--- src/hw/pattern_cmp_pkg.sv ---
package pattern_cmp_pkg;

    // Link geometry
    localparam int NUM_LANES  = 16;
    localparam int LANE_W     = 32;

    // Counter widths
    localparam int LANE_CNT_W = 12;  // Per-lane error count
    localparam int AGG_CNT_W  = 16;  // Aggregate error count
    localparam int POP_W      = 6;   // Holds 0 to 32 set bits of one lane word

    typedef logic [LANE_W-1:0]                   lane_word_t;
    typedef logic [NUM_LANES-1:0][LANE_W-1:0]    lane_bus_t;   // Lane 0 in the low word
    typedef logic [NUM_LANES-1:0]                lane_mask_t;  // One bit per lane
    typedef logic [LANE_CNT_W-1:0]               lane_cnt_t;
    typedef logic [AGG_CNT_W-1:0]                agg_cnt_t;

    // Training phase as driven by the link trainer
    typedef enum logic [1:0] {
        PH_IDLE         = 2'b00,
        PH_CLEAR        = 2'b01,  // Counters and flags restart
        PH_PATTERN      = 2'b10,
        PH_PER_LANE_IDE = 2'b11
    } cmp_phase_e;

    typedef enum logic {
        MODE_AGGREGATE = 1'b0,  // All lanes folded into one count
        MODE_PER_LANE  = 1'b1   // One count per lane
    } cmp_mode_e;

    // One accepted beat, expected and received side by side
    typedef struct packed {
        lane_bus_t local_gen;  // Locally generated pattern
        lane_bus_t rx_data;    // Pattern seen on the lanes
    } pattern_beat_t;

    // Error limits, exceeded means failed
    typedef struct packed {
        lane_cnt_t lane_max;
        agg_cnt_t  aggregate_max;
    } err_thresh_t;

    // Number of set bits in one lane word
    function automatic logic [POP_W-1:0] popcount_word(input lane_word_t word);
        logic [POP_W-1:0] cnt;
        cnt = '0;
        for (int b = 0; b < LANE_W; b++) begin
            cnt = cnt + POP_W'(word[b]);
        end
        return cnt;
    endfunction

endpackage
--- src/hw/pattern_comparator.sv ---
`timescale 1ns/1ps

module pattern_comparator (
    input  logic                         i_clk,
    input  logic                         i_rst_n,
    input  pattern_cmp_pkg::cmp_mode_e     i_mode,
    input  pattern_cmp_pkg::cmp_phase_e    i_phase,
    input  logic                         i_beat_valid,   // No back-pressure
    input  pattern_cmp_pkg::pattern_beat_t i_beat,
    input  pattern_cmp_pkg::err_thresh_t   i_thresh,
    output pattern_cmp_pkg::lane_mask_t    o_lane_good,
    output pattern_cmp_pkg::agg_cnt_t      o_error_count,
    output logic                         o_aggregate_ok
);

    // Per-lane mode result
    lane_error_tracker lane_error_tracker_inst (
        .i_clk        (i_clk),
        .i_rst_n      (i_rst_n),
        .i_mode       (i_mode),
        .i_phase      (i_phase),
        .i_beat_valid (i_beat_valid),
        .i_beat       (i_beat),
        .i_lane_max   (i_thresh.lane_max),
        .o_lane_good  (o_lane_good)
    );

    // Aggregate mode result
    aggregate_error_counter aggregate_error_counter_inst (
        .i_clk           (i_clk),
        .i_rst_n         (i_rst_n),
        .i_mode          (i_mode),
        .i_phase         (i_phase),
        .i_beat_valid    (i_beat_valid),
        .i_beat          (i_beat),
        .i_aggregate_max (i_thresh.aggregate_max),
        .o_error_count   (o_error_count),
        .o_aggregate_ok  (o_aggregate_ok)
    );

endmodule

--- src/hw/aggregate_error_counter.sv ---
`timescale 1ns/1ps

module aggregate_error_counter (
    input  logic                         i_clk,
    input  logic                         i_rst_n,
    input  pattern_cmp_pkg::cmp_mode_e     i_mode,
    input  pattern_cmp_pkg::cmp_phase_e    i_phase,
    input  logic                         i_beat_valid,
    input  pattern_cmp_pkg::pattern_beat_t i_beat,
    input  pattern_cmp_pkg::agg_cnt_t      i_aggregate_max,
    output pattern_cmp_pkg::agg_cnt_t      o_error_count,
    output logic                         o_aggregate_ok
);

    import pattern_cmp_pkg::*;

    lane_word_t         mismatch_or;  // Bit position failed on any lane
    logic [POP_W-1:0]   err_bits;
    logic [AGG_CNT_W:0] sum;          // Spare top bit flags overflow
    agg_cnt_t           count_next;
    logic               clear;
    logic               count_en;

    assign clear    = (i_phase == PH_CLEAR);
    assign count_en = i_beat_valid && (i_mode == MODE_AGGREGATE);

    // Fold the per-lane mismatches onto one word
    always_comb begin
        mismatch_or = '0;
        for (int l = 0; l < NUM_LANES; l++) begin
            mismatch_or = mismatch_or | (i_beat.rx_data[l] ^ i_beat.local_gen[l]);
        end
    end

    // A position that fails on several lanes counts once
    assign err_bits = popcount_word(mismatch_or);

    assign sum        = {1'b0, o_error_count} + (AGG_CNT_W + 1)'(err_bits);
    assign count_next = sum[AGG_CNT_W] ? '1 : sum[AGG_CNT_W-1:0];  // Saturate at max

    always_ff @(posedge i_clk or negedge i_rst_n) begin
        if (!i_rst_n) begin
            o_error_count <= '0;
        end else if (clear) begin
            o_error_count <= '0;
        end else if (count_en) begin
            o_error_count <= count_next;
        end
    end

    // Good while the total has not passed the limit
    assign o_aggregate_ok = (o_error_count <= i_aggregate_max);

endmodule

--- src/hw/lane_error_tracker.sv ---
`timescale 1ns/1ps

module lane_error_tracker (
    input  logic                         i_clk,
    input  logic                         i_rst_n,
    input  pattern_cmp_pkg::cmp_mode_e     i_mode,
    input  pattern_cmp_pkg::cmp_phase_e    i_phase,
    input  logic                         i_beat_valid,
    input  pattern_cmp_pkg::pattern_beat_t i_beat,
    input  pattern_cmp_pkg::lane_cnt_t     i_lane_max,
    output pattern_cmp_pkg::lane_mask_t    o_lane_good  // 1 = lane within its limit
);

    import pattern_cmp_pkg::*;

    logic clear;     // Clear phase restarts every lane
    logic count_en;  // Beat accepted and counted per lane

    assign clear    = (i_phase == PH_CLEAR);
    assign count_en = i_beat_valid && (i_mode == MODE_PER_LANE);

    // One counter and one sticky flag per lane
    for (genvar l = 0; l < NUM_LANES; l++) begin : g_lane
        lane_word_t          mismatch;
        logic [POP_W-1:0]    err_bits;
        logic [LANE_CNT_W:0] sum;       // One spare bit to catch overflow
        lane_cnt_t           cnt_q;
        lane_cnt_t           cnt_next;
        logic                over_limit;
        logic                good_q;

        assign mismatch = i_beat.rx_data[l] ^ i_beat.local_gen[l];
        assign err_bits = popcount_word(mismatch);

        // Saturating accumulate, stays at all ones once reached
        assign sum      = {1'b0, cnt_q} + (LANE_CNT_W + 1)'(err_bits);
        assign cnt_next = sum[LANE_CNT_W] ? '1 : sum[LANE_CNT_W-1:0];

        // Judged on the count including this beat
        assign over_limit = (cnt_next > i_lane_max);

        always_ff @(posedge i_clk or negedge i_rst_n) begin
            if (!i_rst_n) begin
                cnt_q <= '0;
            end else if (clear) begin
                cnt_q <= '0;
            end else if (count_en) begin
                cnt_q <= cnt_next;
            end
        end

        // Sticky, only the clear phase or reset brings it back
        always_ff @(posedge i_clk or negedge i_rst_n) begin
            if (!i_rst_n) begin
                good_q <= 1'b1;
            end else if (clear) begin
                good_q <= 1'b1;
            end else if (count_en && over_limit) begin
                good_q <= 1'b0;
            end
        end

        assign o_lane_good[l] = good_q;
    end

endmodule

--- config.mk ---
export PLATFORM = sky130hd
export DESIGN_NAME = pattern_comparator
export DESIGN_NICKNAME = d
export VERILOG_FILES = /design/src/hw/pattern_cmp_pkg.sv /design/src/hw/pattern_comparator.sv /design/src/hw/aggregate_error_counter.sv /design/src/hw/lane_error_tracker.sv
export SDC_FILE = /design/constraint.sdc
export NUM_CORES = 2
export LEC_CHECK = 0
export ABC_AREA = 1
export BUFFER_PORTS_ARGS = -buffer_cell sky130_fd_sc_hd__buf_4
export CAP_MARGIN = 20
export CORE_AREA = 4 4 417 419
export CTS_CLUSTER_DIAMETER = 150
export DETAILED_ROUTE_END_ITERATION = 7
export DIE_AREA = 0 0 421 423
export PLACE_DENSITY = 0.45
export SYNTH_ARGS = -nofsm -noshare
export SYNTH_HDL_FRONTEND = slang
export SYNTH_SLANG_ARGS = --single-unit
--- constraint.sdc ---
create_clock -name i_clk -period 2.5 [get_ports i_clk]
set_input_delay 0.125 -clock i_clk [delete_from_list [all_inputs] [get_ports i_clk]]
set_output_delay 0.125 -clock i_clk [all_outputs]
set_load 0.02 [all_outputs]
==> results.yml <==
timing:
  setup-violations-final: 224
  grt_setup_unrepaired: "true"
  post-route-min-period_ns: 6.55
  finalMaxSlewViolations: 0
  fmax_mhz: 153
  worst_slack_ns: -4.05
  hold_violations: 0
  fin_crit_sh: 2.62
  worstMarginPinSlew_ns: 0.838
  slew_headroom: 0.437
  fin_skew_ns: 0.0209
worst_hold_path:
  hold_path.class: "in2reg"
  holdPathEnd: "aggregate_error_counter_inst.o_error_count[7]"
  hold_depth: 5
  hold_start: "i_phase[1]"
synthesis:
  synth.avg_cell_area_sq_um: 7.82
  synth_area_sq_um: 40000
  synth_seq_area_share: 0.141
  ys_warn_count: 0
  synth_ff_type: "dfrtp_1"
  synth_edf_count: 0
  synthCells: 5112
  synth_largest_area_cell: "fa_1"
  netlist.area_leader.share: 0.213
  synth-seq-cells: 224
  ys_top_cells_by_area: "fa_1 (21%), ha_1 (14%), dfrtp_1 (13%)"
  syn_nets: 7041
  synth_cell_types: 45
  async_reset_ff_frac: 1.00
critical_path:
  worstSetupStartpointType: "input port"
  reg2reg_depth: 17
  required_ns: 2.98
  crit_path_end_kind: "flip-flop"
  rrSetupSlack_ns: -0.26
  r2r_start: "lane_error_tracker_inst.g_lane[8].cnt_q[0]"
  crit_type: "in2reg"
  critPathArrivalTime_ns: 7.03
  r2r-end: "lane_error_tracker_inst.g_lane[8].good_q"
  crit_fanout: 8
floorplan:
  num_rows: 152
  dieArea_sq_um: 178000
  coreArea_sq_um: 171000
  start_util: 0.234
  die_h_um: 423
  ios: 1091
  die_x_um: 421
grt:
  grtUsageTotal: 0.284
  grt_start_max_net_pins: 128
  grt_pass1_wl_um: 351000
  grt_antenna_before_repair: 115
  grt_pass1_vias: 44700
  grt_overflow: 0
cts:
  cts_max_level: 2
  clock_latency_ns: 0.58
  clk_pin_slew_ns: 0.05
  cts_buffers: 35
  cts_tree: "built"
  clockBufferDepth: 3
  clock_sink_count: 224
  cts_root_buf: "clkbuf_16"
outcome:
  violations: "negative setup slack"
  outcome: "complete, but fails checks"
routing:
  wl_met1_um: 97300
  vias: 42800
  viasPerCell: 4.51
  drt_iter0_drc: 2353
  routed.top_layer: "met5"
  drt-pass1-iter-count: 8
  totalWireLength_um: 263000
  drc_errors: 0
  met3_length_um: 7840
  antenna_left: 0
  wl_met2_um: 140000
  wl_per_cell_um: 27.7
placement:
  post-place-ws_ns: -4.97
  port_buffers: 1090
  globalplace.congestion: 0.995
  hpwl_um: 231000
finish:
  final_util: 0.389
  areaGrowthSynthToFinish_pct: 65.8
  drive_above_1_share: 0.435
  nets: 9115
job:
  maxCapViolCount: 0
[worst max-delay path, stage by stage]
cell and delay, ns:
buf_8 0.11, xnor2_4 0.19, buf_4 0.14, buf_6 0.08, nand4_1 0.25, nor2_2 0.27, nand3_2 0.18, ha_4 0.28
fa_1 0.46, fa_1 0.57, fa_2 0.50, fa_1 0.53, inv_2 0.07, fa_2 0.56, fa_1 0.44, fa_2 0.38
fa_2 0.42, o21ai_2 0.13, xor2_1 0.09, ha_1 0.40, nand2_2 0.10, nor2_4 0.12, nand2_2 0.08, nand2_4 0.11
nand3_4 0.16, nand2_1 0.11, nand2_1 0.05, o21ai_1 0.08
[cells by family (layout without fill, tap and decap cells)]
logic type,count (synthesis),in the layout,share of synthesized area
fa+ha+maj,871,871,0.352
flops,224,224,0.141
compound gates,354,354,0.0498
buf+inv,919,3012,0.0897
xor+xnor,599,599,0.131
other cells,0,51,0
simple gates,2145,2152,0.236
[final cells by class]
cell class | count | area [sq um]
antenna | 51 | 128
fill | 17400 | 104000
sequential | 224 | 5630
clock buffer | 52 | 1020
inverter | 855 | 3230
tap | 2233 | 2790
timing repair buffer | 2094 | 17200
clock inverter | 11 | 163
multi-input combinational | 3976 | 36200
[metrics by stage]
step / instances / setup TNS [ns] / hold slack, ns / area, sq um
after CTS: 9411 / -725.31 / 0.0849 / 64200
final: 9496 / -728.95 / 0.117 / 66300
after global routing: 9487 / -766.95 / 0.169 / 66300
after global placement: 9287 / -916.82 / 0.189 / 59100
after floorplan: 5112 / -675.61 / -0.171 / 41000
after detailed placement: 9287 / -922.41 / 0.194 / 59100
[cell usage after synthesis, drive strengths merged, types with 16 or more instances]
| master | number |
|---|---|
| nand2 | 1339 |
| xnor2 | 238 |
| nand4 | 90 |
| or2 | 28 |
| nor4 | 90 |
| nor2 | 183 |
| inv | 854 |
| dfstp | 16 |
| buf | 57 |
| nand3 | 346 |
| nand3b | 19 |
| xor2 | 361 |
| fa | 425 |
| dfrtp | 208 |
| nor3 | 44 |
| a21oi | 142 |
| ha | 446 |
| o21ai | 132 |
| a21boi | 19 |
[flip-flops by register name (all words and copies together) (netlist names)]
name and count:
aggregate_error_counter_inst.o_error_count 16, lane_error_tracker_inst.g_lane.good_q 16, lane_error_tracker_inst.g_lane.cnt_q 192
[routing by layer]
metal | track usage | vias to the layer above
met4 | 0.153 | 8
met1 | 0.310 | 20900
met3 | 0.0260 | 418
met5 | 0 | -
li1 | - | 20400
met2 | 0.539 | 1192
[placed cells by master (no fill, tap or decap), types with 34 or more instances in the layout]
cell / n
buf_4: 1855
nand2_1: 1070
inv_1: 772
ha_1: 369
fa_1: 337
xor2_1: 300
nand2_2: 212
dfrtp_1: 208
xnor2_1: 202
nand3_1: 185
buf_6: 165
nor2_1: 131
a21oi_1: 114
nand3_2: 99
nand4_1: 90
fa_2: 88
nor4_1: 86
inv_2: 74
ha_4: 72
nand3_4: 65
nand2_4: 56
buf_12: 54
diode_2: 51
o21ai_1: 50
o21ai_2: 42
nor3_1: 38
clkbuf_16: 36
xor2_2: 34
[worst max path at each step]
stage | slack (ns) | from | end | depth (start not counted)
floorplan | -3.74 | i_beat[640] | lane_error_tracker_inst.g_lane[4].good_q | 31
global placement | -4.94 | i_beat[692] | lane_error_tracker_inst.g_lane[5].good_q | 30
detailed placement | -4.97 | i_beat[692] | lane_error_tracker_inst.g_lane[5].good_q | 30
CTS | -4.01 | i_beat[0] | lane_error_tracker_inst.g_lane[0].good_q | 31
global route | -4.26 | i_beat[960] | lane_error_tracker_inst.g_lane[14].good_q | 35
finish | -4.05 | i_beat[960] | aggregate_error_counter_inst.o_error_count[0] | 28
[repair_timing]
| item | in CTS | in global routing |
|---|---|---|
| setup buffers | 67 | 47 |
| hold endpoints to repair | 57 | 0 |
| resized for setup | 732 | 393 |
| setup endpoints to repair | 224 | 224 |
| cloned | 7 | 0 |
| pin swaps | 300 | 248 |
| hold buffers | 3 | 0 |
Power is not shown: default switching activity piles up to over one toggle a cycle in this logic, so the estimate is an artifact.
